==> config.mk <==
export PLATFORM = sky130hd
export DESIGN_NAME = rs_station
export DESIGN_NICKNAME = d
export VERILOG_FILES = /design/src/rs_pkg.sv /design/src/cdb_if.sv /design/src/rs_entry_if.sv /design/src/rs_entry.sv /design/src/rs_dispatch.sv /design/src/rs_issue_select.sv /design/src/rs_station.sv
export SDC_FILE = /design/constraint.sdc
export NUM_CORES = 2
export LEC_CHECK = 0
export ABC_AREA = 1
export BUFFER_PORTS_ARGS = -buffer_cell sky130_fd_sc_hd__buf_2
export CAP_MARGIN = 15
export CORE_ASPECT_RATIO = 0.9
export CORE_MARGIN = 10
export CORE_UTILIZATION = 40
export DETAILED_ROUTE_END_ITERATION = 8
export HOLD_SLACK_MARGIN = 0.15
export REMOVE_ABC_BUFFERS = 1
export SYNTH_ARGS = -nofsm -noshare
export SYNTH_HDL_FRONTEND = slang
export SYNTH_SLANG_ARGS = --single-unit
==> constraint.sdc <==
create_clock -name clock -period 7.13 [get_ports clock]
set_input_delay 0 -clock clock [delete_from_list [all_inputs] [get_ports clock]]
set_output_delay 0 -clock clock [all_outputs]
set_load 0.01 [all_outputs]
==> src/rs_pkg.sv <==
package rs_pkg;

	////////////////////
	// Machine sizes
	////////////////////

	localparam int PRF_SIZE = 64; // Physical registers
	localparam int ROB_SIZE = 32; // ROB entries

	////////////////////
	// Payload types
	////////////////////

	typedef logic [63:0] word_t; // Operand or result value
	typedef logic [$clog2(PRF_SIZE)-1:0] prf_tag_t; // Physical register tag
	typedef logic [$clog2(ROB_SIZE):0] rob_idx_t; // ROB index plus wrap bit
	typedef logic [5:0] op_type_t; // Instruction class code

	// ALU operation, default must stay zero so gated entry outputs OR cleanly
	typedef enum logic [4:0] {
		ALU_DEFAULT, // No operation
		ALU_ADD,
		ALU_SUB,
		ALU_AND,
		ALU_OR,
		ALU_XOR,
		ALU_SLL, // Shift left logical
		ALU_SRL, // Shift right logical
		ALU_SRA, // Shift right arithmetic
		ALU_SLT, // Set less than, signed
		ALU_SLTU, // Set less than, unsigned
		ALU_CMPEQ // Compare equal
	} alu_func_e;

	// Target functional unit, default zero as above
	typedef enum logic [2:0] {
		FU_DEFAULT, // Nothing selected
		FU_ALU,
		FU_MULT,
		FU_BRANCH,
		FU_MEM
	} fu_select_e;

endpackage

==> src/cdb_if.sv <==
interface cdb_if;
	import rs_pkg::*;

	logic cdb1_valid; // Broadcast 1 present this cycle
	prf_tag_t cdb1_tag; // Tag being produced
	word_t cdb1_value; // Its result
	logic cdb2_valid; // Broadcast 2 present this cycle
	prf_tag_t cdb2_tag;
	word_t cdb2_value;

	// Driven from the top-level CDB ports
	modport source (
		output cdb1_valid, cdb1_tag, cdb1_value,
		output cdb2_valid, cdb2_tag, cdb2_value
	);

	// Snooped by every entry
	modport listen (
		input cdb1_valid, cdb1_tag, cdb1_value,
		input cdb2_valid, cdb2_tag, cdb2_value
	);

endinterface

==> src/rs_entry_if.sv <==
interface rs_entry_if;
	import rs_pkg::*;

	////////////////////
	// Dispatch side
	////////////////////

	logic load1, load2; // Capture strobes, at most one high
	word_t inst1_opa, inst1_opb; // Value, or tag in the low bits
	logic inst1_opa_valid, inst1_opb_valid; // Low means waiting on a tag
	alu_func_e inst1_alu_func;
	fu_select_e inst1_fu_select;
	op_type_t inst1_op_type;
	prf_tag_t inst1_dest_tag;
	rob_idx_t inst1_rob_idx;
	word_t inst2_opa, inst2_opb; // Same fields for slot 2
	logic inst2_opa_valid, inst2_opb_valid;
	alu_func_e inst2_alu_func;
	fu_select_e inst2_fu_select;
	op_type_t inst2_op_type;
	prf_tag_t inst2_dest_tag;
	rob_idx_t inst2_rob_idx;

	////////////////////
	// Entry and issue side
	////////////////////

	logic ready; // In use with both operands present
	logic available; // Free now or freed by this cycle's grant
	logic free_enable; // Grant from the selector
	word_t opa_out, opb_out; // Zero unless granted
	prf_tag_t dest_tag_out;
	alu_func_e alu_func_out;
	fu_select_e fu_select_out;
	op_type_t op_type_out;
	rob_idx_t rob_idx_out;

	modport dispatch (
		output load1, load2,
		output inst1_opa, inst1_opb, inst1_opa_valid, inst1_opb_valid, inst1_alu_func,
		output inst1_fu_select, inst1_op_type, inst1_dest_tag, inst1_rob_idx,
		output inst2_opa, inst2_opb, inst2_opa_valid, inst2_opb_valid, inst2_alu_func,
		output inst2_fu_select, inst2_op_type, inst2_dest_tag, inst2_rob_idx,
		input available
	);

	modport entry (
		input load1, load2,
		input inst1_opa, inst1_opb, inst1_opa_valid, inst1_opb_valid, inst1_alu_func,
		input inst1_fu_select, inst1_op_type, inst1_dest_tag, inst1_rob_idx,
		input inst2_opa, inst2_opb, inst2_opa_valid, inst2_opb_valid, inst2_alu_func,
		input inst2_fu_select, inst2_op_type, inst2_dest_tag, inst2_rob_idx,
		input free_enable,
		output ready, available, opa_out, opb_out, dest_tag_out,
		output alu_func_out, fu_select_out, op_type_out, rob_idx_out
	);

	modport issue (
		input ready, opa_out, opb_out, dest_tag_out,
		input alu_func_out, fu_select_out, op_type_out, rob_idx_out,
		output free_enable
	);

endinterface

==> src/rs_entry.sv <==
module rs_entry (
	input logic clock,
	input logic reset,
	input logic rs_free, // Mispredict flush
	cdb_if.listen cdb,
	rs_entry_if.entry slot
);
	import rs_pkg::*;

	// Control state
	logic in_use_q, in_use_next;
	logic opa_valid_q, opa_valid_next; // Operand holds a value, not a tag
	logic opb_valid_q, opb_valid_next;

	// Payload
	word_t opa_q, opa_next;
	word_t opb_q, opb_next;
	prf_tag_t dest_tag_q, dest_tag_next;
	rob_idx_t rob_idx_q, rob_idx_next;
	alu_func_e alu_func_q, alu_func_next;
	fu_select_e fu_select_q, fu_select_next;
	op_type_t op_type_q, op_type_next;

	logic wake_a1, wake_b1, wake_a2, wake_b2; // Tag hits per operand and bus

	////////////////////
	// CDB snoop
	////////////////////

	// Waiting operands keep their tag in the low bits
	assign wake_a1 = cdb.cdb1_valid && in_use_q && !opa_valid_q
		&& (cdb.cdb1_tag == opa_q[$bits(prf_tag_t)-1:0]);
	assign wake_b1 = cdb.cdb1_valid && in_use_q && !opb_valid_q
		&& (cdb.cdb1_tag == opb_q[$bits(prf_tag_t)-1:0]);
	assign wake_a2 = cdb.cdb2_valid && in_use_q && !opa_valid_q
		&& (cdb.cdb2_tag == opa_q[$bits(prf_tag_t)-1:0]);
	assign wake_b2 = cdb.cdb2_valid && in_use_q && !opb_valid_q
		&& (cdb.cdb2_tag == opb_q[$bits(prf_tag_t)-1:0]);

	////////////////////
	// Next state
	////////////////////

	always_comb
	begin
		opa_next = opa_q; // Hold by default
		opb_next = opb_q;
		opa_valid_next = opa_valid_q;
		opb_valid_next = opb_valid_q;
		dest_tag_next = dest_tag_q;
		rob_idx_next = rob_idx_q;
		alu_func_next = alu_func_q;
		fu_select_next = fu_select_q;
		op_type_next = op_type_q;
		in_use_next = in_use_q && !slot.free_enable; // Grant frees the entry
		if (rs_free)
		begin
			in_use_next = 1'b0; // Flush beats any load
			opa_valid_next = 1'b0;
			opb_valid_next = 1'b0;
		end
		else if (slot.load1)
		begin
			opa_next = slot.inst1_opa;
			opb_next = slot.inst1_opb;
			opa_valid_next = slot.inst1_opa_valid;
			opb_valid_next = slot.inst1_opb_valid;
			dest_tag_next = slot.inst1_dest_tag;
			rob_idx_next = slot.inst1_rob_idx;
			alu_func_next = slot.inst1_alu_func;
			fu_select_next = slot.inst1_fu_select;
			op_type_next = slot.inst1_op_type;
			in_use_next = 1'b1;
		end
		else if (slot.load2)
		begin
			opa_next = slot.inst2_opa;
			opb_next = slot.inst2_opb;
			opa_valid_next = slot.inst2_opa_valid;
			opb_valid_next = slot.inst2_opb_valid;
			dest_tag_next = slot.inst2_dest_tag;
			rob_idx_next = slot.inst2_rob_idx;
			alu_func_next = slot.inst2_alu_func;
			fu_select_next = slot.inst2_fu_select;
			op_type_next = slot.inst2_op_type;
			in_use_next = 1'b1;
		end
		else
		begin
			// Wakeup, CDB2 checked last
			if (wake_a1)
			begin
				opa_next = cdb.cdb1_value;
				opa_valid_next = 1'b1;
			end
			if (wake_b1)
			begin
				opb_next = cdb.cdb1_value;
				opb_valid_next = 1'b1;
			end
			if (wake_a2)
			begin
				opa_next = cdb.cdb2_value;
				opa_valid_next = 1'b1;
			end
			if (wake_b2)
			begin
				opb_next = cdb.cdb2_value;
				opb_valid_next = 1'b1;
			end
		end
	end

	always_ff @(posedge clock)
	begin
		if (reset)
		begin
			in_use_q <= 1'b0;
			opa_valid_q <= 1'b0;
			opb_valid_q <= 1'b0;
		end
		else
		begin
			in_use_q <= in_use_next;
			opa_valid_q <= opa_valid_next;
			opb_valid_q <= opb_valid_next;
		end
	end

	always_ff @(posedge clock)
	begin
		opa_q <= opa_next;
		opb_q <= opb_next;
		dest_tag_q <= dest_tag_next;
		rob_idx_q <= rob_idx_next;
		alu_func_q <= alu_func_next;
		fu_select_q <= fu_select_next;
		op_type_q <= op_type_next;
	end

	////////////////////
	// Outputs
	////////////////////

	assign slot.ready = in_use_q && opa_valid_q && opb_valid_q;
	assign slot.available = slot.ready ? slot.free_enable : !in_use_q; // Refill on issue
	assign slot.opa_out = slot.free_enable ? opa_q : '0; // Gated for OR merge
	assign slot.opb_out = slot.free_enable ? opb_q : '0;
	assign slot.dest_tag_out = slot.free_enable ? dest_tag_q : '0;
	assign slot.rob_idx_out = slot.free_enable ? rob_idx_q : '0;
	assign slot.alu_func_out = slot.free_enable ? alu_func_q : ALU_DEFAULT;
	assign slot.fu_select_out = slot.free_enable ? fu_select_q : FU_DEFAULT;
	assign slot.op_type_out = slot.free_enable ? op_type_q : '0;

	// Dispatch never steers both slots here
	a_single_load: assert property (@(posedge clock) disable iff (reset)
		!(slot.load1 && slot.load2));

	// Selector grants only ready entries
	a_grant_ready: assert property (@(posedge clock) disable iff (reset)
		slot.free_enable |-> slot.ready);

endmodule

==> src/rs_dispatch.sv <==
module rs_dispatch #(
	parameter int RS_SIZE = 8
) (
	input logic clock,
	input logic reset,
	input logic inst1_valid,
	input logic inst2_valid,
	input rs_pkg::word_t inst1_opa,
	input rs_pkg::word_t inst1_opb,
	input logic inst1_opa_valid,
	input logic inst1_opb_valid,
	input rs_pkg::alu_func_e inst1_alu_func,
	input rs_pkg::fu_select_e inst1_fu_select,
	input rs_pkg::op_type_t inst1_op_type,
	input rs_pkg::prf_tag_t inst1_dest_tag,
	input rs_pkg::rob_idx_t inst1_rob_idx,
	input rs_pkg::word_t inst2_opa,
	input rs_pkg::word_t inst2_opb,
	input logic inst2_opa_valid,
	input logic inst2_opb_valid,
	input rs_pkg::alu_func_e inst2_alu_func,
	input rs_pkg::fu_select_e inst2_fu_select,
	input rs_pkg::op_type_t inst2_op_type,
	input rs_pkg::prf_tag_t inst2_dest_tag,
	input rs_pkg::rob_idx_t inst2_rob_idx,
	rs_entry_if.dispatch slots [RS_SIZE],
	output logic dispatch_stall
);

	localparam int IDX_W = (RS_SIZE > 1) ? $clog2(RS_SIZE) : 1; // Entry index
	localparam int CNT_W = $clog2(RS_SIZE + 3); // Counts up to RS_SIZE plus two

	logic [RS_SIZE-1:0] avail; // Per-entry available bits
	logic [RS_SIZE-1:0] loaded; // Entries strobed this cycle
	logic first_found, second_found;
	logic [IDX_W-1:0] first_idx, second_idx; // Lowest and next free entry
	logic [CNT_W-1:0] free_count; // Free entries this cycle
	logic [CNT_W-1:0] req_count; // Valid instructions offered
	logic [CNT_W-1:0] load_count; // Load strobes actually raised
	logic [CNT_W-1:0] occupancy_q; // Entries held after the last edge

	////////////////////
	// Free entry scan
	////////////////////

	always_comb
	begin
		first_found = 1'b0;
		second_found = 1'b0;
		first_idx = '0;
		second_idx = '0;
		free_count = '0;
		for (int i = 0; i < RS_SIZE; i++)
		begin
			if (avail[i])
			begin
				free_count = free_count + CNT_W'(1);
				if (!first_found)
				begin
					first_found = 1'b1;
					first_idx = IDX_W'(i);
				end
				else if (!second_found)
				begin
					second_found = 1'b1;
					second_idx = IDX_W'(i);
				end
			end
		end
	end

	assign req_count = CNT_W'(inst1_valid) + CNT_W'(inst2_valid);
	assign dispatch_stall = (free_count < req_count); // All or nothing

	////////////////////
	// Per-entry steering
	////////////////////

	for (genvar i = 0; i < RS_SIZE; i++)
	begin : g_slot
		assign avail[i] = slots[i].available;
		// inst1 takes the lowest, inst2 the next or the lowest when alone
		assign slots[i].load1 = !dispatch_stall && inst1_valid && first_found
			&& (first_idx == IDX_W'(i));
		assign slots[i].load2 = !dispatch_stall && inst2_valid
			&& (inst1_valid ? (second_found && second_idx == IDX_W'(i))
			: (first_found && first_idx == IDX_W'(i)));
		assign loaded[i] = slots[i].load1 || slots[i].load2;
		assign slots[i].inst1_opa = inst1_opa; // Fields are broadcast
		assign slots[i].inst1_opb = inst1_opb;
		assign slots[i].inst1_opa_valid = inst1_opa_valid;
		assign slots[i].inst1_opb_valid = inst1_opb_valid;
		assign slots[i].inst1_alu_func = inst1_alu_func;
		assign slots[i].inst1_fu_select = inst1_fu_select;
		assign slots[i].inst1_op_type = inst1_op_type;
		assign slots[i].inst1_dest_tag = inst1_dest_tag;
		assign slots[i].inst1_rob_idx = inst1_rob_idx;
		assign slots[i].inst2_opa = inst2_opa;
		assign slots[i].inst2_opb = inst2_opb;
		assign slots[i].inst2_opa_valid = inst2_opa_valid;
		assign slots[i].inst2_opb_valid = inst2_opb_valid;
		assign slots[i].inst2_alu_func = inst2_alu_func;
		assign slots[i].inst2_fu_select = inst2_fu_select;
		assign slots[i].inst2_op_type = inst2_op_type;
		assign slots[i].inst2_dest_tag = inst2_dest_tag;
		assign slots[i].inst2_rob_idx = inst2_rob_idx;
	end

	// Count of strobes the entries really see
	always_comb
	begin
		load_count = '0;
		for (int i = 0; i < RS_SIZE; i++)
			load_count = load_count + CNT_W'(loaded[i]);
	end

	// Held entries plus this cycle's dispatches, a flush only lowers it
	always_ff @(posedge clock)
	begin
		if (reset)
			occupancy_q <= '0;
		else
			occupancy_q <= CNT_W'(RS_SIZE) - free_count + load_count;
	end

	a_no_overfill: assert property (@(posedge clock) disable iff (reset)
		occupancy_q <= CNT_W'(RS_SIZE));

endmodule

==> src/rs_issue_select.sv <==
module rs_issue_select #(
	parameter int RS_SIZE = 8
) (
	input logic fu_ready, // Unit accepts this cycle
	rs_entry_if.issue slots [RS_SIZE],
	output logic issue_valid,
	output rs_pkg::word_t issue_opa,
	output rs_pkg::word_t issue_opb,
	output rs_pkg::prf_tag_t issue_dest_tag,
	output rs_pkg::alu_func_e issue_alu_func,
	output rs_pkg::fu_select_e issue_fu_select,
	output rs_pkg::op_type_t issue_op_type,
	output rs_pkg::rob_idx_t issue_rob_idx
);
	import rs_pkg::*;

	logic [RS_SIZE-1:0] ready_v; // Ready bits by entry
	logic [RS_SIZE-1:0] grant; // One-hot or zero
	word_t opa_v [RS_SIZE];
	word_t opb_v [RS_SIZE];
	prf_tag_t dest_tag_v [RS_SIZE];
	alu_func_e alu_func_v [RS_SIZE];
	fu_select_e fu_select_v [RS_SIZE];
	op_type_t op_type_v [RS_SIZE];
	rob_idx_t rob_idx_v [RS_SIZE];
	logic [$bits(alu_func_e)-1:0] alu_acc; // Raw OR before enum cast
	logic [$bits(fu_select_e)-1:0] fu_acc;

	for (genvar i = 0; i < RS_SIZE; i++)
	begin : g_slot
		assign ready_v[i] = slots[i].ready;
		assign slots[i].free_enable = grant[i];
		assign opa_v[i] = slots[i].opa_out; // Already gated by the entry
		assign opb_v[i] = slots[i].opb_out;
		assign dest_tag_v[i] = slots[i].dest_tag_out;
		assign alu_func_v[i] = slots[i].alu_func_out;
		assign fu_select_v[i] = slots[i].fu_select_out;
		assign op_type_v[i] = slots[i].op_type_out;
		assign rob_idx_v[i] = slots[i].rob_idx_out;
	end

	////////////////////
	// Lowest-index grant
	////////////////////

	always_comb
	begin : p_grant
		logic taken; // A lower entry already claimed
		taken = 1'b0;
		for (int i = 0; i < RS_SIZE; i++)
		begin
			grant[i] = fu_ready && ready_v[i] && !taken;
			taken = taken || ready_v[i];
		end
	end

	assign issue_valid = |grant;

	////////////////////
	// Field merge
	////////////////////

	always_comb
	begin
		issue_opa = '0;
		issue_opb = '0;
		issue_dest_tag = '0;
		issue_op_type = '0;
		issue_rob_idx = '0;
		alu_acc = '0;
		fu_acc = '0;
		for (int i = 0; i < RS_SIZE; i++)
		begin
			issue_opa = issue_opa | opa_v[i];
			issue_opb = issue_opb | opb_v[i];
			issue_dest_tag = issue_dest_tag | dest_tag_v[i];
			issue_op_type = issue_op_type | op_type_v[i];
			issue_rob_idx = issue_rob_idx | rob_idx_v[i];
			alu_acc = alu_acc | alu_func_v[i];
			fu_acc = fu_acc | fu_select_v[i];
		end
	end

	assign issue_alu_func = alu_func_e'(alu_acc); // Defaults are zero
	assign issue_fu_select = fu_select_e'(fu_acc);

	a_grant_onehot: assert final ($onehot0(grant));

	// Ungranted entries must present zeros for the merge to hold
	a_idle_zero: assert final (issue_valid || (issue_opa == '0 && issue_opb == '0));

endmodule

==> src/rs_station.sv <==
module rs_station #(
	parameter int RS_SIZE = 8
) (
	input logic clock,
	input logic reset,
	input logic rs_free, // Branch mispredict flush
	input logic fu_ready, // Back-pressure from the unit
	input logic inst1_valid,
	input rs_pkg::word_t inst1_opa,
	input rs_pkg::word_t inst1_opb,
	input logic inst1_opa_valid,
	input logic inst1_opb_valid,
	input rs_pkg::alu_func_e inst1_alu_func,
	input rs_pkg::fu_select_e inst1_fu_select,
	input rs_pkg::op_type_t inst1_op_type,
	input rs_pkg::prf_tag_t inst1_dest_tag,
	input rs_pkg::rob_idx_t inst1_rob_idx,
	input logic inst2_valid,
	input rs_pkg::word_t inst2_opa,
	input rs_pkg::word_t inst2_opb,
	input logic inst2_opa_valid,
	input logic inst2_opb_valid,
	input rs_pkg::alu_func_e inst2_alu_func,
	input rs_pkg::fu_select_e inst2_fu_select,
	input rs_pkg::op_type_t inst2_op_type,
	input rs_pkg::prf_tag_t inst2_dest_tag,
	input rs_pkg::rob_idx_t inst2_rob_idx,
	input logic cdb1_valid,
	input rs_pkg::prf_tag_t cdb1_tag,
	input rs_pkg::word_t cdb1_value,
	input logic cdb2_valid,
	input rs_pkg::prf_tag_t cdb2_tag,
	input rs_pkg::word_t cdb2_value,
	output logic dispatch_stall, // Not enough free entries
	output logic issue_valid,
	output rs_pkg::word_t issue_opa,
	output rs_pkg::word_t issue_opb,
	output rs_pkg::prf_tag_t issue_dest_tag,
	output rs_pkg::alu_func_e issue_alu_func,
	output rs_pkg::fu_select_e issue_fu_select,
	output rs_pkg::op_type_t issue_op_type,
	output rs_pkg::rob_idx_t issue_rob_idx
);

	cdb_if cdb_bus ();
	rs_entry_if slot_bus [RS_SIZE] ();

	assign cdb_bus.cdb1_valid = cdb1_valid; // Broadcast fan-in
	assign cdb_bus.cdb1_tag = cdb1_tag;
	assign cdb_bus.cdb1_value = cdb1_value;
	assign cdb_bus.cdb2_valid = cdb2_valid;
	assign cdb_bus.cdb2_tag = cdb2_tag;
	assign cdb_bus.cdb2_value = cdb2_value;

	rs_dispatch #(.RS_SIZE(RS_SIZE)) dispatch_inst (
		.clock, .reset, .inst1_valid, .inst2_valid,
		.inst1_opa, .inst1_opb, .inst1_opa_valid, .inst1_opb_valid, .inst1_alu_func,
		.inst1_fu_select, .inst1_op_type, .inst1_dest_tag, .inst1_rob_idx,
		.inst2_opa, .inst2_opb, .inst2_opa_valid, .inst2_opb_valid, .inst2_alu_func,
		.inst2_fu_select, .inst2_op_type, .inst2_dest_tag, .inst2_rob_idx,
		.slots(slot_bus), .dispatch_stall
	);

	for (genvar i = 0; i < RS_SIZE; i++)
	begin : g_entry
		rs_entry entry_inst (
			.clock, .reset, .rs_free,
			.cdb(cdb_bus.listen),
			.slot(slot_bus[i].entry)
		);
	end

	rs_issue_select #(.RS_SIZE(RS_SIZE)) issue_inst (
		.fu_ready, .slots(slot_bus), .issue_valid,
		.issue_opa, .issue_opb, .issue_dest_tag, .issue_alu_func,
		.issue_fu_select, .issue_op_type, .issue_rob_idx
	);

endmodule

==> Yosys cells after proc, flatten, opt, wreduce, memory -nomap -nowiden <==
Cells that the tools add are included.
{ "totals": {"n_memories": 0, "latchBits": 0, "regBits": 1256, "word_cells": 797, "rom_bits": 0, "ram_bits": 0, "input_bits": 460} }
{ "classes": {"n_bitwise": 50, "n_reduce_logical": 252, "n_mux": 360, "multipliers": 0, "n_eq_ne": 46, "n_div": 0, "shifts": 0, "magnitude_cmp": 1, "addsub": 8} }
{ "op_table": {"columns": ["operator", "count"], "rows": [
  ["two-way mux 64 bit", 80],
  ["OR 64 bit", 14],
  ["two-way mux 6 bit", 72],
  ["== test 6 bit", 32],
  ["two-way mux 3 bit", 56],
  ["logical AND 1 bit", 154],
  ["OR 6 bit", 21],
  ["two-way mux 1 bit", 121],
  ["two-way mux 5 bit", 24],
  ["nonzero test 4 bit", 16],
  ["AND reduction 2 bit", 24],
  ["zero test 1 bit", 40],
  ["OR 5 bit", 7],
  ["two-way mux 4 bit", 7],
  ["adder 4 x 1 -> 4 bit, second input constant", 6],
  ["== test 3 bit, second input constant", 8],
  ["OR 3 bit", 7],
  ["nonzero test 2 bit", 8],
  ["== test 3 x 2 -> 1 bit, second input constant", 4],
  ["OR reduction 8 bit", 1],
  ["== test 3 x 1 -> 1 bit, second input constant", 2],
  ["zero test 3 bit", 2],
  ["logical OR 1 bit", 6],
  ["< comparator 4 bit", 1],
  ["4 further kinds", 4]
]} }

==> Logic depth before layout (Yosys ltp) <==
{ "logic_depth": {"ltp_word": 31, "ltp_mapped": 39, "ltp_nobuf": 35} }

==> Cells and area by module <==
From an unflattened synthesis, not the netlist that was laid out.
{ "unflattened": {"hier_cells": 15990, "area_unflattened_um2": 114207.0} }
{ "modules_own_cells": {"columns": ["mod", "cells_per_inst", "area_per_inst_um2", "seq_area_each_um2", "n_inst"], "rows": [
  ["rs_entry", 1553, 11334.6, 4684.5, 8],
  ["rs_dispatch", 2766, 20123.0, 0.0, 1],
  ["rs_issue_select", 800, 3407.0, 0.0, 1]
]} }

==> Least setup slack after synthesis <==
Ideal clock, no wire load.
{ "synth_path": {"path_kind": "register -> register", "startpoint": "register g_entry[1].entry_inst.in_use_q", "endpoint": "register g_entry[4].entry_inst.opa_q[0] (enable)", "stages_incl_launch_ff": 37, "arrival_time_ns": 6.346, "path_slack_ns": 0.366, "setup_ns": 0.418, "path_cell_list": "dfxtp_1 nand3_2 nor3_1 clkbuf_1 inv_1 nand2_1 ha_1 nand3_1 nand2_4 inv_2 nand2_1 nand3_1 nand2_1 ha_1 or2_0 nand2_1 nand3_1 nand3_1 and2_1 ha_1 nand2_1 nand2_1 ha_1 nor2_1 a31oi_1 ha_1 nand2_1 nand2_1 nor2_1 nand2_2 buf_12 nand3_4 buf_4 buf_4 nand3b_1 nand2_1 inv_1"} }
{ "synth_between": {"elab_chain_cells": 30, "word_cells_on_any_way": 109, "cone_classes": "6 x add/sub; 1 x order compare; 2 x eq/ne; 67 x mux; 33 x reduce/logical"} }
{ "synth_rtl": {"columns": ["element", "line", "rtl"], "rows": [
  ["start: declaration", "rs_entry.sv:11", "logic in_use_q, in_use_next;"],
  ["start signal: assignment", "rs_entry.sv:124", "in_use_q <= in_use_next;"],
  ["branches (longest 28 deep; another with adder 4 x 1 -> 4 bit)", null, null],
  ["nonzero test 4 bit (no line) *", null, null],
  ["AND reduction 2 bit (no line) *", null, null],
  ["end signal: assignment", "rs_entry.sv:132", "opa_q <= opa_next;"],
  ["end: declaration", "rs_entry.sv:16", "word_t opa_q, opa_next;"]
]} }
Every way passes the cells marked *.
A chain may end at the register's enable or synchronous reset.

==> Worst setup path after layout <==
{ "layout_path": {"startpoint": "register g_entry[1].entry_inst.opa_valid_q", "endpoint": "register g_entry[4].entry_inst.opa_q[63], data pin"} }
{ "layout_between": {"elab_chain_cells": 30, "word_cells_on_any_way": 108, "cone_classes": "6 x add/sub; 1 x order compare; 2 x eq/ne; 69 x mux; 30 x reduce/logical"} }
{ "layout_rtl": {"columns": ["element", "line", "rtl"], "rows": [
  ["start: declaration", "rs_entry.sv:12", "logic opa_valid_q, opa_valid_next;"],
  ["start signal: assignment", "rs_entry.sv:125", "opa_valid_q <= opa_valid_next;"],
  ["logical AND 1 bit * (2 in a row)", "rs_entry.sv:145", "assign slot.ready = in_use_q && opa_valid_q && opb_valid_q;"],
  ["branches (longest 27 deep; another with adder 4 x 1 -> 4 bit)", null, null],
  ["two-way mux 64 bit *", "rs_entry.sv:62", "else if (slot.load1)"]
]} }
Marked as above.

==> impl_metrics.toml <==
[status]
run_status = "finished with violations"
violations_in_the_final_reports = "design-rule violations"

[route]
route.antenna.remaining_nets = 0
vias_per_cell = 5.937
detail_route.first_pass.iterations = 9
wl_per_cell_um = 27.07
detail_route.iter0.violations = 16608
route.detailed.drc = 2
drt_wl_total_um = 451700
detailroute.via_count = 99060

[power]
seq_power_share = 0.291
power.internal_mw = 22.82
netSwitchingPower_mw = 19.54
totalPowerFinal_mw = 42.36
p_sw_frac = 0.4613
combPwrFrac = 0.527
static-leakage-power_nw = 47.62
power.density_mw_per_mm2 = 397.1
power.share.clock = 0.182
vdd_drop_max_v = 0.0006120

[clocking]
cts-root-to-sink-buffers = 3
cts-htree-levels = 4
cts_tree = "built"
clockRootBuffer = "sky130_fd_sc_hd__clkbuf_16"
path_clk_slew_ns = 0.06
tritoncts_buffers = 152
clk-insertion-delay-late_ns = 0.86
clock_sinks = 1256

[floorplan]
placeableCoreArea_mm2 = 0.2171
core.rowCount = 162
width_of_the_die_um = 512.8
die_area_mm2 = 0.2377
floorplan.die.height_um = 463.6
io_pins = 616
initial_utilization = 0.4028

[synthesis]
netlist.area_leader.share = 0.4231
synthCells = 12857
synth_area_per_cell_um2 = 6.801
seq_area_frac_synth = 0.4286
complex_gate_fraction_of_the_synthesized_area = 0.1361
yosys_register_bits = 1256
synth_adder_area_share = 0.001574
synth_top_family_by_area = "simple AND/OR/NAND/NOR gates"
synth_top_cells_by_count = "sky130_fd_sc_hd__nand2_1, sky130_fd_sc_hd__o21ai_0, sky130_fd_sc_hd__edfxtp_1"
synthDominantAreaCellType = "sky130_fd_sc_hd__edfxtp_1"
yosysMostFrequentCell = "sky130_fd_sc_hd__nand2_1"
synth-edff-count = 1232
synth-simple-area-share = 0.3376
area_of_the_mapped_netlist_mm2 = 0.08744
synth.area.mux_share = 0
synth_area_in_xor_xnor = 0.009716
ys_warn_count = 0
synthArstFlopShare = 0
netlist_top_cells_area = "sky130_fd_sc_hd__edfxtp_1, sky130_fd_sc_hd__nand2_1, sky130_fd_sc_hd__o21ai_0"
synth.lib_cells_used.distinct = 52
synth_ff_type = "sky130_fd_sc_hd__edfxtp_1"

[layout]
seqCellArea_mm2 = 0.03748
fin_nets = 14141
finalCoreUtilization = 0.4914
post-route-cell-area_mm2 = 0.1067
syn_to_final_growth_pct = 21.99
final-instance-count-excl-fill = 16684
layout.filler_cells = 21090
layout-drive-gt1-share = 0.08284
multi_input_logic_area_mm2 = 0.04264

[placed_design]
postPlaceCellArea_mm2 = 0.09212
port_buffers = 615
gp_routability_congestion = 0.9559
dp.cells = 15444
post-dp-hpwl_um = 260500

[sta]
max_freq_ghz = 0.1448
final-hold-violation-count = 0
least_margin_pin_slew_ns = 1.236
fin_worst_skew_ns = 0.05525
finalCritPeriodShare = 0.9687
slew_viol_final = 0
layout_min_cycle_time_ns = 6.907
relative_max_transition_margin = 0.1758
setup_violations = 0

[global_route]
overflow = 0
grt_max_degree = 137
grt_pass1_wl_um = 637700
vias_in_the_first_global_route = 91611
antenna_found_initial = 41
track_usage = 0.3564

[min_path]
hold_path.class = "input pin to register"

[setup_path]
crit_fanout = 44
critical_path.max_stage_delay_ns = 0.57
worstSetupPathType = "register to register"
timing.critical_path.arrival_ns = 7.48
slowest_stage = "sky130_fd_sc_hd__dlygate4sd3_1"
path_common_cell = "sky130_fd_sc_hd__nand2_1"
worst_setup_path_end_kind = "register"
worst-r2r-setup-slack_ns = 0.22
critPathRequiredTime_ns = 7.70
start_kind = "register"

[flow_run]
timing.max_cap.violations = 0
cells in the final DEF, fill, tap and decap left out, types with 10 or more instances in the layout:
cell                            instances
sky130_fd_sc_hd__inv_4                 16
sky130_fd_sc_hd__clkinv_1              37
sky130_fd_sc_hd__nor3_1                11
sky130_fd_sc_hd__clkbuf_1              38
sky130_fd_sc_hd__ha_1                  11
sky130_fd_sc_hd__nand3_1              885
sky130_fd_sc_hd__xnor2_1               30
sky130_fd_sc_hd__nor2_1               326
sky130_fd_sc_hd__edfxtp_1            1232
sky130_fd_sc_hd__o21ai_1              315
sky130_fd_sc_hd__inv_1                566
sky130_fd_sc_hd__buf_16                10
sky130_fd_sc_hd__o22ai_1               22
sky130_fd_sc_hd__a21oi_1              514
sky130_fd_sc_hd__nand2_1             6100
sky130_fd_sc_hd__clkinv_2              21
sky130_fd_sc_hd__o21ai_0             1397
sky130_fd_sc_hd__diode_2               29
sky130_fd_sc_hd__dlygate4sd3_1        929
sky130_fd_sc_hd__nand4_1               39
sky130_fd_sc_hd__buf_6                 12
sky130_fd_sc_hd__nor4_1                18
sky130_fd_sc_hd__xor2_1                67
sky130_fd_sc_hd__buf_4                 94
sky130_fd_sc_hd__buf_12                97
sky130_fd_sc_hd__nand3_4               17
sky130_fd_sc_hd__a211oi_1              11
sky130_fd_sc_hd__buf_2                615
sky130_fd_sc_hd__o221ai_1              14
sky130_fd_sc_hd__dfxtp_1               24
sky130_fd_sc_hd__inv_6                 15
sky130_fd_sc_hd__a221oi_1              10
sky130_fd_sc_hd__clkbuf_16            163
sequential cells by signal, summed over array words and instances, names as in the netlist:
signal	cells
g_entry.entry_inst.op_type_q	48
g_entry.entry_inst.opb_valid_q	8
g_entry.entry_inst.dest_tag_q	48
g_entry.entry_inst.alu_func_q	40
g_entry.entry_inst.rob_idx_q	48
g_entry.entry_inst.opb_q	512
g_entry.entry_inst.in_use_q	8
g_entry.entry_inst.opa_q	512
g_entry.entry_inst.opa_valid_q	8
g_entry.entry_inst.fu_select_q	24
layer usage:
| layer | share of wire | GRT usage |
|---|---|---|
| met5 | 0.00013 | 0 |
| met3 | 0.15 | 0.09441 |
| met4 | 0.052 | 0.1672 |
| met1 | 0.38 | 0.4772 |
| met2 | 0.42 | 0.5347 |
worst max-delay path: cells and delay by family, from the launching register on:
kind | cells | cell delay (ns)
flops | 1 | 0.46
fa+ha+maj | 5 | 1.38
simple gates | 23 | 2.89
compound gates | 2 | 0.17
buf+inv | 6 | 1.58
stage by stage:
stage | setup slack [ns] | TNS (ns) | hold slack, ns
after floorplan | -10.18 | - | 0.1541
after CTS | 0.1797 | 0 | 0.1525
after detailed placement | 0.7103 | 0 | 0.3905
after global placement | 0.5803 | 0 | 0.3874
after global routing | -0.05866 | -0.1279 | 0.1945
final | 0.2234 | 0 | 0.1916
area by class of cell:
class / count / share of cell area
clock buffer: 193 / 0.03749
sequential: 1256 / 0.3513
multi-input combinational: 9878 / 0.3997
clock inverter: 76 / 0.006592
antenna: 29 / 0.0006803
inverter: 612 / 0.02307
timing repair buffer: 1770 / 0.1475
tap: 2870 / 0.03366
kinds of logic (layout without fill, tap and decap cells):
| logic type | after synthesis | in the layout |
|---|---|---|
| flops | 1256 | 1256 |
| xor+xnor | 97 | 97 |
| other cells | 0 | 29 |
| fa+ha+maj | 11 | 11 |
| compound gates | 2327 | 2327 |
| simple gates | 7443 | 7443 |
| buf+inv | 1723 | 2651 |
timing repair:
action | 4_1_cts | 5_1_grt
setup buffers | 0 | 2
hold endpoints to repair | 1446 | 0
resized for setup | 0 | 43
hold buffers | 929 | 0
endpoints found under the setup margin | 0 | 136
power groups by stage:
stage	Combinational (mW)	Sequential (mW)	Clock, mW
floorplan	10.7	12.3	0
global placement	18.7	12.4	0
detailed placement	19.0	12.5	0
CTS	20.6	12.3	7.71
global route	23.6	12.4	7.99
finish	22.3	12.3	7.72
final timing paths:
| path | startpoint | endpoint | depth (start not counted) |
|---|---|---|---|
| setup / recovery | g_entry[1].entry_inst.opa_valid_q | g_entry[4].entry_inst.opa_q[63] | 36 |
| hold / removal | inst2_opa[27] | g_entry[3].entry_inst.opa_q[27] | 6 |
| setup reg to reg | g_entry[1].entry_inst.opa_valid_q | g_entry[4].entry_inst.opa_q[63] | 36 |
| hold reg to reg | g_entry[0].entry_inst.opa_valid_q | g_entry[0].entry_inst.opa_valid_q | 2 |
Power figures use the tool's default switching activity.
